### config.mk
export PLATFORM = sky130hd
export DESIGN_NAME = golf_gameplay
export DESIGN_NICKNAME = d
export VERILOG_FILES = /design/src/hw/course_map_pkg.sv /design/src/hw/golf_rules_pkg.sv /design/src/hw/ball_motion.sv /design/src/hw/contact_resolver.sv /design/src/hw/golf_gameplay.sv /design/src/hw/stroke_fsm.sv /design/src/hw/terrain_probe.sv
export SDC_FILE = /design/constraint.sdc
export NUM_CORES = 2
export LEC_CHECK = 0
export BUFFER_PORTS_ARGS = -buffer_cell sky130_fd_sc_hd__buf_2
export CELL_PAD_IN_SITES_DETAIL_PLACEMENT = 1
export CELL_PAD_IN_SITES_GLOBAL_PLACEMENT = 2
export CORE_MARGIN = 5
export CORE_UTILIZATION = 43
export CTS_CLUSTER_SIZE = 30
export DETAILED_ROUTE_END_ITERATION = 16
export PLACE_DENSITY_LB_ADDON = 0.1
export SYNTH_ARGS = -nofsm -noshare
export SYNTH_HDL_FRONTEND = slang
export SYNTH_SLANG_ARGS = --single-unit
### constraint.sdc
create_clock -name clk_in -period 13.7 [get_ports clk_in]
set_input_delay 0 -clock clk_in [delete_from_list [all_inputs] [get_ports clk_in]]
set_output_delay 0 -clock clk_in [all_outputs]
set_load 0.05 [all_outputs]
### src/hw/course_map_pkg.sv
package course_map_pkg;

    typedef enum logic [1:0] {
        HOLE  = 2'd0,
        WALL  = 2'd1,   // Flat wall and also anything off the map
        GRASS = 2'd2,
        SAND  = 2'd3    // Heavier drag than grass
    } terrain_e;

    localparam int MAP_SIDE = 16;  // Tiles per side
    localparam int MAP_AW   = 8;   // Address is row times MAP_SIDE plus column

    typedef enum logic [2:0] {
        P_CENTER,
        P_XPLUS,
        P_XMINUS,
        P_YPLUS,
        P_YMINUS
    } probe_e;

    typedef enum logic [2:0] {
        W_NONE,
        W_XPLUS,    // Highest priority
        W_YPLUS,
        W_XMINUS,
        W_YMINUS
    } wall_e;

    localparam logic [15:0] EDGE_OFS   = 16'h0070;  // Ball radius in 8.8
    localparam int          NUM_PROBES = 5;

endpackage

### src/hw/golf_rules_pkg.sv
package golf_rules_pkg;

    typedef enum logic [2:0] {
        RESTING,   // Ball still and waiting for a charge
        CHARGING,  // Speed bar running while charge is held
        ON_HIT,    // Two-cycle strike
        MOVING,    // Rolling and stepped once per frame
        IN_HOLE    // Holed out until restart
    } game_state_e;

    localparam int POS_W  = 16;          // 8.8 fixed point position and speed
    localparam int FRAC_W = 8;           // Fraction bits
    localparam int AIM_W  = 3;           // Eight 45 degree steps
    localparam int DIR_W  = FRAC_W + 2;  // Sign bit over a 9-bit magnitude

    localparam int PAN_THRESH    = 4;    // Held cycles per aim step
    localparam int CHARGE_THRESH = 2;    // Held cycles per speed step

    localparam logic [POS_W-1:0] SPEED_STEP     = 16'd32;
    localparam logic [POS_W-1:0] MAX_INIT_SPEED = 16'd512;  // Two tiles per frame
    localparam logic [POS_W-1:0] GRASS_DECEL    = 16'd2;
    localparam logic [POS_W-1:0] SAND_DECEL     = 16'd10;
    localparam logic [POS_W-1:0] SCORE_SPEED    = 16'd128;  // Half a tile per frame

    localparam logic [POS_W-1:0] START_X = 16'h0280;       // Centre of tile 2
    localparam logic [POS_W-1:0] START_Y = 16'h0280;

    // Top bit is the sign
    // Magnitude 256 is 1.0 and 181 is about 0.707
    localparam logic [7:0][DIR_W-1:0] DIR_COS = {
        10'h0B5, 10'h000, 10'h2B5, 10'h300,  // Entries 7 down to 4
        10'h2B5, 10'h000, 10'h0B5, 10'h100   // Entries 3 down to 0
    };

    localparam logic [7:0][DIR_W-1:0] DIR_SIN = {
        10'h2B5, 10'h300, 10'h2B5, 10'h000,  // Entries 7 down to 4
        10'h0B5, 10'h100, 10'h0B5, 10'h000   // Entries 3 down to 0
    };

endpackage

### src/hw/ball_motion.sv
`timescale 1ns/1ps

module ball_motion (
    input  logic                             clk_in,
    input  logic                             rst_n,
    input  logic                             new_game,
    input  logic                             advance,
    input  course_map_pkg::wall_e            wall_snap,
    input  logic [golf_rules_pkg::POS_W-1:0] ball_speed,
    input  logic [golf_rules_pkg::AIM_W-1:0] direction,
    output logic [golf_rules_pkg::POS_W-1:0] ball_x,
    output logic [golf_rules_pkg::POS_W-1:0] ball_y
);

    logic [golf_rules_pkg::DIR_W-1:0] cos_e;
    logic [golf_rules_pkg::DIR_W-1:0] sin_e;
    logic [golf_rules_pkg::POS_W+golf_rules_pkg::FRAC_W:0] prod_x;  // Speed times magnitude
    logic [golf_rules_pkg::POS_W+golf_rules_pkg::FRAC_W:0] prod_y;
    logic [golf_rules_pkg::POS_W-1:0] step_x;
    logic [golf_rules_pkg::POS_W-1:0] step_y;
    logic [golf_rules_pkg::POS_W-1:0] next_x;
    logic [golf_rules_pkg::POS_W-1:0] next_y;

    assign cos_e = golf_rules_pkg::DIR_COS[direction];
    assign sin_e = golf_rules_pkg::DIR_SIN[direction];

    assign prod_x = ball_speed * cos_e[golf_rules_pkg::FRAC_W:0];
    assign prod_y = ball_speed * sin_e[golf_rules_pkg::FRAC_W:0];
    assign step_x = prod_x[golf_rules_pkg::POS_W+golf_rules_pkg::FRAC_W-1:golf_rules_pkg::FRAC_W];
    assign step_y = prod_y[golf_rules_pkg::POS_W+golf_rules_pkg::FRAC_W-1:golf_rules_pkg::FRAC_W];

    assign next_x = cos_e[golf_rules_pkg::DIR_W-1] ? ball_x - step_x : ball_x + step_x;
    assign next_y = sin_e[golf_rules_pkg::DIR_W-1] ? ball_y - step_y : ball_y + step_y;

    always_ff @(posedge clk_in or negedge rst_n) begin
        if (!rst_n) begin
            ball_x <= golf_rules_pkg::START_X;
            ball_y <= golf_rules_pkg::START_Y;
        end else if (new_game) begin
            ball_x <= golf_rules_pkg::START_X;
            ball_y <= golf_rules_pkg::START_Y;
        end else if (advance) begin             // Uses speed before this frame's drag
            ball_x <= next_x;
            ball_y <= next_y;
        end else begin
            case (wall_snap)
                course_map_pkg::W_XPLUS: begin  // Back to the left edge of the tile
                    ball_x <= {ball_x[15:8], 8'h00};
                end
                course_map_pkg::W_YPLUS: begin
                    ball_y <= {ball_y[15:8], 8'h00};
                end
                course_map_pkg::W_XMINUS: begin // Up to the next tile boundary
                    ball_x <= {ball_x[15:8] + 8'd1, 8'h00};
                end
                course_map_pkg::W_YMINUS: begin
                    ball_y <= {ball_y[15:8] + 8'd1, 8'h00};
                end
                default: ;                      // No frame or no contact
            endcase
        end
    end

endmodule

### src/hw/contact_resolver.sv
`timescale 1ns/1ps

module contact_resolver (
    input  course_map_pkg::terrain_e probe_terrain [course_map_pkg::NUM_PROBES],
    output course_map_pkg::terrain_e under_terrain,
    output course_map_pkg::wall_e    wall
);

    logic hit_xplus;
    logic hit_yplus;
    logic hit_xminus;
    logic hit_yminus;

    // An edge blocks only when its probe sees a wall
    assign hit_xplus  = probe_terrain[course_map_pkg::P_XPLUS]  == course_map_pkg::WALL;
    assign hit_yplus  = probe_terrain[course_map_pkg::P_YPLUS]  == course_map_pkg::WALL;
    assign hit_xminus = probe_terrain[course_map_pkg::P_XMINUS] == course_map_pkg::WALL;
    assign hit_yminus = probe_terrain[course_map_pkg::P_YMINUS] == course_map_pkg::WALL;

    assign under_terrain = probe_terrain[course_map_pkg::P_CENTER];  // Drag and hole test

    always_comb begin
        if (hit_xplus) begin                    // Fixed order x+ y+ x- y-
            wall = course_map_pkg::W_XPLUS;
        end else if (hit_yplus) begin
            wall = course_map_pkg::W_YPLUS;
        end else if (hit_xminus) begin
            wall = course_map_pkg::W_XMINUS;
        end else if (hit_yminus) begin
            wall = course_map_pkg::W_YMINUS;
        end else begin
            wall = course_map_pkg::W_NONE;
        end
    end

endmodule

### src/hw/golf_gameplay.sv
`timescale 1ns/1ps

module golf_gameplay (
    input  logic                              clk_in,
    input  logic                              rst_n,
    input  logic                              new_game,
    input  logic                              charging_hit,
    input  logic                              pan_left,
    input  logic                              pan_right,
    input  logic                              new_frame,
    input  logic                              map_wr_en,
    input  logic [course_map_pkg::MAP_AW-1:0] map_wr_addr,
    input  course_map_pkg::terrain_e          map_wr_data,
    output logic [golf_rules_pkg::POS_W-1:0]  ball_x,
    output logic [golf_rules_pkg::POS_W-1:0]  ball_y,
    output logic [golf_rules_pkg::POS_W-1:0]  ball_speed,
    output logic [golf_rules_pkg::AIM_W-1:0]  direction,
    output logic [golf_rules_pkg::AIM_W-1:0]  aim,
    output logic [7:0]                        score,
    output golf_rules_pkg::game_state_e       state
);

    logic                     advance;          // One pulse per rolling frame
    course_map_pkg::wall_e    wall;
    course_map_pkg::wall_e    wall_snap;        // Wall qualified by a frame
    course_map_pkg::terrain_e under_terrain;
    course_map_pkg::terrain_e probe_terrain [course_map_pkg::NUM_PROBES];

    ball_motion u_motion (
        .clk_in     (clk_in),
        .rst_n      (rst_n),
        .new_game   (new_game),
        .advance    (advance),
        .wall_snap  (wall_snap),
        .ball_speed (ball_speed),
        .direction  (direction),
        .ball_x     (ball_x),
        .ball_y     (ball_y)
    );

    // Centre probe first then the four edges in probe_e order
    for (genvar i = 0; i < course_map_pkg::NUM_PROBES; i++) begin : g_probe
        terrain_probe #(
            .PROBE (course_map_pkg::probe_e'(i))
        ) u_probe (
            .clk_in        (clk_in),
            .rst_n         (rst_n),
            .map_wr_en     (map_wr_en),
            .map_wr_addr   (map_wr_addr),
            .map_wr_data   (map_wr_data),
            .ball_x        (ball_x),
            .ball_y        (ball_y),
            .probe_terrain (probe_terrain[i])
        );
    end

    contact_resolver u_resolver (
        .probe_terrain (probe_terrain),
        .under_terrain (under_terrain),
        .wall          (wall)
    );

    stroke_fsm u_fsm (
        .clk_in        (clk_in),
        .rst_n         (rst_n),
        .new_game      (new_game),
        .charging_hit  (charging_hit),
        .pan_left      (pan_left),
        .pan_right     (pan_right),
        .new_frame     (new_frame),
        .under_terrain (under_terrain),
        .wall          (wall),
        .advance       (advance),
        .wall_snap     (wall_snap),
        .ball_speed    (ball_speed),
        .direction     (direction),
        .aim           (aim),
        .score         (score),
        .state         (state)
    );

endmodule

### src/hw/stroke_fsm.sv
`timescale 1ns/1ps

module stroke_fsm (
    input  logic                             clk_in,
    input  logic                             rst_n,
    input  logic                             new_game,
    input  logic                             charging_hit,
    input  logic                             pan_left,
    input  logic                             pan_right,
    input  logic                             new_frame,
    input  course_map_pkg::terrain_e         under_terrain,
    input  course_map_pkg::wall_e            wall,
    output logic                             advance,
    output course_map_pkg::wall_e            wall_snap,
    output logic [golf_rules_pkg::POS_W-1:0] ball_speed,
    output logic [golf_rules_pkg::AIM_W-1:0] direction,
    output logic [golf_rules_pkg::AIM_W-1:0] aim,
    output logic [7:0]                       score,
    output golf_rules_pkg::game_state_e      state
);

    logic [$clog2(golf_rules_pkg::PAN_THRESH)-1:0]    pan_l_cnt;
    logic [$clog2(golf_rules_pkg::PAN_THRESH)-1:0]    pan_r_cnt;
    logic [$clog2(golf_rules_pkg::CHARGE_THRESH)-1:0] charge_cnt;
    logic pan_l_step;
    logic pan_r_step;
    logic charge_step;
    logic ramp_up;                              // Speed bar direction
    logic hit_cnt;                              // Second cycle of ON_HIT
    logic frame_go;
    logic hole_hit;
    logic rest_hit;
    logic [golf_rules_pkg::POS_W-1:0] ramp_speed;
    logic [golf_rules_pkg::POS_W-1:0] decel;
    logic [golf_rules_pkg::POS_W-1:0] speed_decay;
    logic [golf_rules_pkg::AIM_W-1:0] reflect_dir;

    assign pan_l_step  = pan_left && int'(pan_l_cnt) == golf_rules_pkg::PAN_THRESH - 1;
    assign pan_r_step  = pan_right && int'(pan_r_cnt) == golf_rules_pkg::PAN_THRESH - 1;
    assign charge_step = int'(charge_cnt) == golf_rules_pkg::CHARGE_THRESH - 1;
    assign ramp_speed  = ramp_up ? ball_speed + golf_rules_pkg::SPEED_STEP
                                 : ball_speed - golf_rules_pkg::SPEED_STEP;

    // Frame decision in priority order hole, rest, bounce, roll
    assign frame_go  = state == golf_rules_pkg::MOVING && new_frame;
    assign hole_hit  = under_terrain == course_map_pkg::HOLE
                    && ball_speed < golf_rules_pkg::SCORE_SPEED;
    assign rest_hit  = ball_speed == '0;
    assign advance   = frame_go && !hole_hit && !rest_hit && wall == course_map_pkg::W_NONE;
    assign wall_snap = (frame_go && !hole_hit && !rest_hit) ? wall : course_map_pkg::W_NONE;

    always_comb begin
        case (under_terrain)
            course_map_pkg::GRASS: decel = golf_rules_pkg::GRASS_DECEL;
            course_map_pkg::SAND:  decel = golf_rules_pkg::SAND_DECEL;
            default:               decel = '0;  // Hole and wall add no drag
        endcase
        speed_decay = (ball_speed > decel) ? ball_speed - decel : '0;
        if (wall == course_map_pkg::W_XPLUS || wall == course_map_pkg::W_XMINUS) begin
            reflect_dir = 3'd4 - direction;      // Mirror about the y axis
        end else begin
            reflect_dir = 3'd0 - direction;      // Mirror about the x axis
        end
    end

    // Aim runs in every state
    always_ff @(posedge clk_in or negedge rst_n) begin
        if (!rst_n) begin
            aim       <= '0;
            pan_l_cnt <= '0;
            pan_r_cnt <= '0;
        end else if (new_game) begin
            aim       <= '0;
            pan_l_cnt <= '0;
            pan_r_cnt <= '0;
        end else begin
            pan_l_cnt <= (pan_left && !pan_l_step) ? pan_l_cnt + 1'b1 : '0;
            pan_r_cnt <= (pan_right && !pan_r_step) ? pan_r_cnt + 1'b1 : '0;
            aim       <= aim + {2'b00, pan_l_step} - {2'b00, pan_r_step};  // Wraps mod 8
        end
    end

    always_ff @(posedge clk_in or negedge rst_n) begin
        if (!rst_n) begin
            state      <= golf_rules_pkg::RESTING;
            ball_speed <= '0;
            direction  <= '0;
            score      <= '0;
            charge_cnt <= '0;
            ramp_up    <= 1'b1;
            hit_cnt    <= 1'b0;
        end else if (new_game) begin
            state      <= golf_rules_pkg::RESTING;
            ball_speed <= '0;
            direction  <= '0;
            score      <= '0;
            charge_cnt <= '0;
            ramp_up    <= 1'b1;
            hit_cnt    <= 1'b0;
        end else begin
            case (state)
                golf_rules_pkg::RESTING: begin
                    charge_cnt <= '0;
                    ramp_up    <= 1'b1;
                    if (charging_hit) begin
                        state <= golf_rules_pkg::CHARGING;
                    end
                end
                golf_rules_pkg::CHARGING: begin
                    if (!charging_hit) begin    // Release strikes
                        state   <= golf_rules_pkg::ON_HIT;
                        hit_cnt <= 1'b0;
                    end else if (charge_step) begin
                        charge_cnt <= '0;
                        ball_speed <= ramp_speed;
                        if (ramp_up && ramp_speed == golf_rules_pkg::MAX_INIT_SPEED) begin
                            ramp_up <= 1'b0;    // Top of the bar
                        end else if (!ramp_up && ramp_speed == '0) begin
                            ramp_up <= 1'b1;    // Bottom of the bar
                        end
                    end else begin
                        charge_cnt <= charge_cnt + 1'b1;
                    end
                end
                golf_rules_pkg::ON_HIT: begin
                    hit_cnt <= 1'b1;
                    if (!hit_cnt) begin
                        direction <= aim;       // Latch the shot direction
                    end else begin
                        score <= score + 8'd1;
                        state <= golf_rules_pkg::MOVING;
                    end
                end
                golf_rules_pkg::MOVING: begin
                    if (frame_go) begin
                        if (hole_hit) begin
                            state <= golf_rules_pkg::IN_HOLE;
                        end else if (rest_hit) begin
                            state <= golf_rules_pkg::RESTING;
                        end else if (wall != course_map_pkg::W_NONE) begin
                            direction <= reflect_dir;  // Position snaps in ball_motion
                        end else begin
                            ball_speed <= speed_decay;
                        end
                    end
                end
                default: ;                      // IN_HOLE waits for new_game
            endcase
        end
    end

endmodule

### src/hw/terrain_probe.sv
`timescale 1ns/1ps

module terrain_probe #(
    parameter course_map_pkg::probe_e PROBE = course_map_pkg::P_CENTER
) (
    input  logic                              clk_in,
    input  logic                              rst_n,
    input  logic                              map_wr_en,
    input  logic [course_map_pkg::MAP_AW-1:0] map_wr_addr,
    input  course_map_pkg::terrain_e          map_wr_data,
    input  logic [golf_rules_pkg::POS_W-1:0]  ball_x,
    input  logic [golf_rules_pkg::POS_W-1:0]  ball_y,
    output course_map_pkg::terrain_e          probe_terrain
);

    course_map_pkg::terrain_e map_mem [course_map_pkg::MAP_SIDE * course_map_pkg::MAP_SIDE];

    logic [golf_rules_pkg::POS_W:0] edge_ofs;   // Spare top bit flags wrap
    logic [golf_rules_pkg::POS_W:0] probe_x;
    logic [golf_rules_pkg::POS_W:0] probe_y;
    logic [golf_rules_pkg::FRAC_W:0] tile_x;    // Integer part plus wrap bit
    logic [golf_rules_pkg::FRAC_W:0] tile_y;
    logic off_map;
    logic [course_map_pkg::MAP_AW-1:0] rd_addr;

    assign edge_ofs = {1'b0, course_map_pkg::EDGE_OFS};

    always_comb begin
        probe_x = {1'b0, ball_x};               // Centre unless an edge probe
        probe_y = {1'b0, ball_y};
        case (PROBE)
            course_map_pkg::P_XPLUS:  probe_x = {1'b0, ball_x} + edge_ofs;
            course_map_pkg::P_XMINUS: probe_x = {1'b0, ball_x} - edge_ofs;
            course_map_pkg::P_YPLUS:  probe_y = {1'b0, ball_y} + edge_ofs;
            course_map_pkg::P_YMINUS: probe_y = {1'b0, ball_y} - edge_ofs;
            default: ;
        endcase
    end

    assign tile_x  = probe_x[golf_rules_pkg::POS_W:golf_rules_pkg::FRAC_W];
    assign tile_y  = probe_y[golf_rules_pkg::POS_W:golf_rules_pkg::FRAC_W];
    assign off_map = int'(tile_x) >= course_map_pkg::MAP_SIDE
                  || int'(tile_y) >= course_map_pkg::MAP_SIDE;  // Underflow lands here too
    assign rd_addr = course_map_pkg::MAP_AW'(int'(tile_y) * course_map_pkg::MAP_SIDE
                                             + int'(tile_x));

    always_ff @(posedge clk_in) begin
        if (map_wr_en) begin
            map_mem[map_wr_addr] <= map_wr_data;  // Same map goes to every copy
        end
    end

    always_ff @(posedge clk_in or negedge rst_n) begin
        if (!rst_n) begin
            probe_terrain <= course_map_pkg::WALL;
        end else begin
            probe_terrain <= off_map ? course_map_pkg::WALL : map_mem[rd_addr];
        end
    end

endmodule

==> out/qor.json <==
{
  "status": {"value": "complete, no violations"},
  "ys_seq_elements": {"value": 593},
  "port_buffers": {"value": 81},
  "syn_to_final_growth": {"value": 9.68, "unit": "%"},
  "power.ir.vdd_worst": {"value": 0.0935, "unit": "mV"},
  "final-hold-violation-count": {"value": 0},
  "layout-drive-gt1-share": {"value": 18.1, "unit": "%"},
  "critical-path-top-cell-by-count": {"value": "sky130_fd_sc_hd__ha_1"},
  "worstSetupEndpointType": {"value": "flop"},
  "cts-root-buf": {"value": "sky130_fd_sc_hd__clkbuf_16"},
  "hold_path_startpoint": {"value": "new_frame"},
  "num_vias": {"value": 34000},
  "grt_most_used_layer": {"value": "met2"},
  "clk_pin_slew": {"value": 0.06, "unit": "ns"},
  "final-max-slew-violation-count": {"value": 0},
  "min_delay_path_depth": {"value": 5},
  "critical_path_required": {"value": 14.21, "unit": "ns"},
  "die_width": {"value": 327, "unit": "um"},
  "grt.total_usage": {"value": 31.2, "unit": "%"},
  "dr.pass1.iters": {"value": 5},
  "regArea": {"value": 17400, "unit": "um2"},
  "finalSetupViolations": {"value": 0},
  "post_cts_resized": {"value": 0},
  "vias_in_the_first_global_route": {"value": 35900},
  "number_of_antenna_repair_diodes": {"value": 0},
  "synth_sequential_area_ratio": {"value": 40.2, "unit": "%"},
  "yosysWarnings": {"value": 0},
  "setup.reg_to_reg.worst_slack": {"value": 5.40, "unit": "ns"},
  "worst-setup-path-type": {"value": "flop to flop"},
  "floorplan.initialDensity": {"value": 43.3, "unit": "%"},
  "achievable-frequency": {"value": 120, "unit": "MHz"},
  "detailed_route_vias_per_instance": {"value": 6.62},
  "regToRegStartpoint": {"value": "u_fsm.direction[0]"},
  "die_ar": {"value": 107000, "unit": "um2"},
  "final.period_utilization": {"value": 60.6, "unit": "%"},
  "number_of_enable_type_register_cells_in_the_synthesized_netlist": {"value": 512},
  "route.detailed.drc": {"value": 0},
  "cts_tree": {"value": "yes"},
  "number_of_rows_created_at_floorplan": {"value": 116},
  "crit_path_max_delay_cell_type": {"value": "sky130_fd_sc_hd__ha_1"},
  "internal_power": {"value": 3.93, "unit": "mW"},
  "synth-main-ff-cell": {"value": "sky130_fd_sc_hd__edfxtp_1"},
  "grt_util_met3": {"value": 5.45, "unit": "%"},
  "placeableCoreArea": {"value": 100000, "unit": "um2"},
  "synth.cell_area": {"value": 43300, "unit": "um2"},
  "clock_power_share": {"value": 32.2, "unit": "%"},
  "netSwitchingPower": {"value": 2.23, "unit": "mW"},
  "yosys.cell_types.count": {"value": 90},
  "io-pin-count": {"value": 83},
  "detailedRoute.firstIterationViolations": {"value": 3696},
  "hold_path.class": {"value": "primary input to flop"},
  "place_ws": {"value": 5.51, "unit": "ns"},
  "layout_min_cycle_time": {"value": 8.30, "unit": "ns"},
  "postSynthAreaPerCell": {"value": 11.4, "unit": "um2"},
  "async_set_or_reset_flop_fraction_in_the_synthesized_netlist": {"value": 13.7, "unit": "%"},
  "global_route.usage.met1": {"value": 39.0, "unit": "%"},
  "max_cap_violations": {"value": 0},
  "global_route.overflow_total": {"value": 0},
  "design.final.nets": {"value": 4081},
  "multiInputGateArea": {"value": 24100, "unit": "um2"},
  "final.fill_count": {"value": 10500},
  "postLayoutSetupSlackWorst": {"value": 5.40, "unit": "ns"},
  "wire_per_inst": {"value": 32.9, "unit": "um"},
  "antenna_found_initial": {"value": 7},
  "sw_frac_of_total": {"value": 36.1, "unit": "%"},
  "clockBufferDepth": {"value": 3},
  "groute.layer.met2.usage": {"value": 52.5, "unit": "%"},
  "post_dp_hpwl": {"value": 115000, "unit": "um"},
  "count_of_antenna_violating_nets_left_after_detailed_routing": {"value": 0},
  "postRouteWirelength": {"value": 169000, "unit": "um"},
  "setup_tns": {"value": 0, "unit": "ns"},
  "fp.dieH": {"value": 327, "unit": "um"},
  "postCtsSetupBuffers": {"value": 0},
  "synth_cells": {"value": 3803},
  "cts_sinks": {"value": 593},
  "timing.rr.end": {"value": "u_motion.ball_x[15]"},
  "skew": {"value": 0.0330, "unit": "ns"},
  "power_density": {"value": 130, "unit": "nW/um2"},
  "crit_fanout": {"value": 16},
  "min_delay_worst_endpoint": {"value": "u_fsm.state[1]"},
  "clock_buffers_created_by_tritoncts": {"value": 72},
  "critical_path.max_stage_delay": {"value": 0.56, "unit": "ns"},
  "part_of_the_power_in_combinational_logic": {"value": 33.5, "unit": "%"},
  "power.sequential.fraction": {"value": 34.3, "unit": "%"},
  "timing.reg2reg.worst_path_depth": {"value": 28},
  "pin_count_of_the_biggest_net_entering_global_routing": {"value": 150},
  "tightest_pin_transition": {"value": 1.24, "unit": "ns"},
  "gp_congestion": {"value": 0.926},
  "leakage": {"value": 17.4, "unit": "nW"},
  "grt_pass1_wl": {"value": 248000, "unit": "um"},
  "timing.critical_path.from_type": {"value": "flop"},
  "worst_slew_margin_rel": {"value": 17.1, "unit": "%"},
  "clock_insertion_delay_worst_skew": {"value": 0.66, "unit": "ns"},
  "arrival": {"value": 8.82, "unit": "ns"},
  "grt_setup_unrepaired": {"value": "no"},
  "h-tree-depth": {"value": 3}
}
-- Yosys cell counts, types with 8 or more instances --
master	n	area (um2)
sky130_fd_sc_hd__xor2_1	66	578
sky130_fd_sc_hd__mux2i_1	62	621
sky130_fd_sc_hd__a21o_1	26	195
sky130_fd_sc_hd__and3_1	37	231
sky130_fd_sc_hd__xnor2_1	86	753
sky130_fd_sc_hd__o22ai_1	24	150
sky130_fd_sc_hd__or3_1	14	87.6
sky130_fd_sc_hd__o21ai_0	102	510
sky130_fd_sc_hd__ha_1	185	2310
sky130_fd_sc_hd__a31oi_1	38	238
sky130_fd_sc_hd__nor2_1	396	1490
sky130_fd_sc_hd__nand4_1	35	219
sky130_fd_sc_hd__dfstp_2	10	263
sky130_fd_sc_hd__a21boi_0	10	75.1
sky130_fd_sc_hd__nor3_1	45	225
sky130_fd_sc_hd__dfrtp_1	71	1780
sky130_fd_sc_hd__mux2_2	8	90.1
sky130_fd_sc_hd__mux4_2	363	8180
sky130_fd_sc_hd__edfxtp_1	512	15400
sky130_fd_sc_hd__o21a_1	10	75.1
sky130_fd_sc_hd__or2_2	8	50.1
sky130_fd_sc_hd__nor2b_1	37	231
sky130_fd_sc_hd__and2_1	52	325
sky130_fd_sc_hd__a211oi_1	20	150
sky130_fd_sc_hd__o211ai_1	12	90.1
sky130_fd_sc_hd__buf_1	32	120
sky130_fd_sc_hd__a2111oi_0	12	105
sky130_fd_sc_hd__a311oi_1	29	254
sky130_fd_sc_hd__nand2_1	485	1820
sky130_fd_sc_hd__buf_2	51	255
sky130_fd_sc_hd__clkbuf_1	146	548
sky130_fd_sc_hd__nand3_1	187	936
sky130_fd_sc_hd__a32oi_1	18	158
sky130_fd_sc_hd__inv_1	228	856
sky130_fd_sc_hd__a21oi_1	96	480
sky130_fd_sc_hd__nand2b_1	18	113
sky130_fd_sc_hd__nor4_1	16	100
sky130_fd_sc_hd__o31ai_1	18	135
sky130_fd_sc_hd__buf_4	24	180
sky130_fd_sc_hd__fa_1	93	1860
-- kinds of logic after synthesis --
logic type / share of synthesized area, %
AOI/OAI and AO/OA: 7.81
buffers and inverters: 4.64
and+or+nand+nor: 13.9
adders and majority gates: 9.64
DFF: 40.2
muxes: 20.5
xor gates and xnor gates: 3.26
other: 0.0173
-- per-stage QoR --
| step | cell area (um2) | power (mW) | cells | utilization, % | hold WS (ns) |
|---|---|---|---|---|---|
| 2_1_floorplan | 43400 | 3.45 | 3807 | - | -0.296 |
| 5_1_grt | 47500 | 6.39 | 5137 | 47.5 | 0.0638 |
| 3_5_place_dp | 45000 | 4.18 | 4997 | 45.0 | -0.0946 |
| 3_3_place_gp | 45000 | 4.15 | 4997 | 45.0 | -0.0970 |
| 4_1_cts | 47500 | 6.18 | 5136 | 47.5 | 0.0209 |
| 6_report | 47500 | 6.16 | 5137 | 47.5 | 0.0543 |
-- layout make-up --
| cell class | count | area share (%) |
|---|---|---|
| inverter | 229 | 1.81 |
| clock inverter | 46 | 0.961 |
| tap | 1298 | 3.42 |
| sequential | 593 | 36.7 |
| clock buffer | 82 | 4.07 |
| timing repair buffer | 162 | 2.32 |
| multi-input combinational | 2727 | 50.8 |
-- routing by layer --
metal,vias to the layer above,part of all wire [%]
met3,425,8.0
met2,1673,48
met4,2,5.7
li1,14200,-
met1,17800,38
met5,-,0.0071
-- flip-flops by register name, indices dropped and copies added, names as in the netlist --
| signal | flops |
|---|---|
| u_fsm.direction | 3 |
| u_fsm.ball_speed | 15 |
| u_fsm.charge_cnt | 1 |
| u_fsm.ramp_up | 1 |
| g_probe.u_probe.map_mem | 512 |
| u_fsm.state | 3 |
| u_fsm.pan_l_cnt | 2 |
| u_fsm.aim | 3 |
| u_motion.ball_y | 16 |
| g_probe.u_probe.probe_terrain | 10 |
| u_fsm.hit_cnt | 1 |
| u_fsm.pan_r_cnt | 2 |
| u_motion.ball_x | 16 |
| u_fsm.score | 8 |
-- layout by cell type (no fill, tap or decap), drive strengths merged, types with 30 or more instances in the layout --
cell type / count
dfrtp: 71
and2: 52
xor2: 66
fa: 93
edfxtp: 512
a31oi: 39
o21ai: 106
nor3: 45
nand4: 35
clkinv: 30
nand3: 187
a311oi: 30
a21oi: 97
and3: 37
nor2: 396
ha: 185
nand2: 485
nor2b: 37
clkbuf: 82
xnor2: 89
inv: 232
mux4: 363
buf: 151
mux2i: 62
-- power by group through the flow --
| stage | sequential (mW) | combinational [mW] | clock [mW] |
|---|---|---|---|
| finish | 2.11 | 2.06 | 1.98 |
| global placement | 2.15 | 2.00 | 0 |
| global route | 2.12 | 2.18 | 2.09 |
| CTS | 2.12 | 2.05 | 2.02 |
| floorplan | 2.16 | 1.29 | 0 |
| detailed placement | 2.15 | 2.03 | 0 |
-- worst max-delay path by stage --
stage / slack, ns / cells after the start / endpoint / startpoint
detailed placement: 5.51 / 29 / u_motion.ball_x[15] / u_fsm.direction[0]
global route: 5.00 / 29 / u_motion.ball_x[15] / u_fsm.direction[0]
floorplan: 6.28 / 30 / u_motion.ball_x[15] / u_fsm.direction[0]
CTS: 5.47 / 29 / u_motion.ball_x[15] / u_fsm.direction[0]
finish: 5.40 / 28 / u_motion.ball_x[15] / u_fsm.direction[0]
global placement: 5.75 / 29 / u_motion.ball_x[15] / u_fsm.direction[0]
-- repair_timing --
| action | CTS | global route |
|---|---|---|
| endpoints found under the hold margin | 112 | 0 |
| setup endpoints to repair | 0 | 0 |
| hold buffers | 11 | 0 |
-- worst max-delay path, delay by kind of cell (launching register included) --
family / cells / cell delay (ns)
and+or+nand+nor: 7 / 1.60
adders and majority gates: 7 / 2.99
xor gates and xnor gates: 3 / 0.74
buffers and inverters: 3 / 0.41
DFF: 1 / 0.50
AOI/OAI and AO/OA: 8 / 1.92
(Power assumes the default switching activity.)
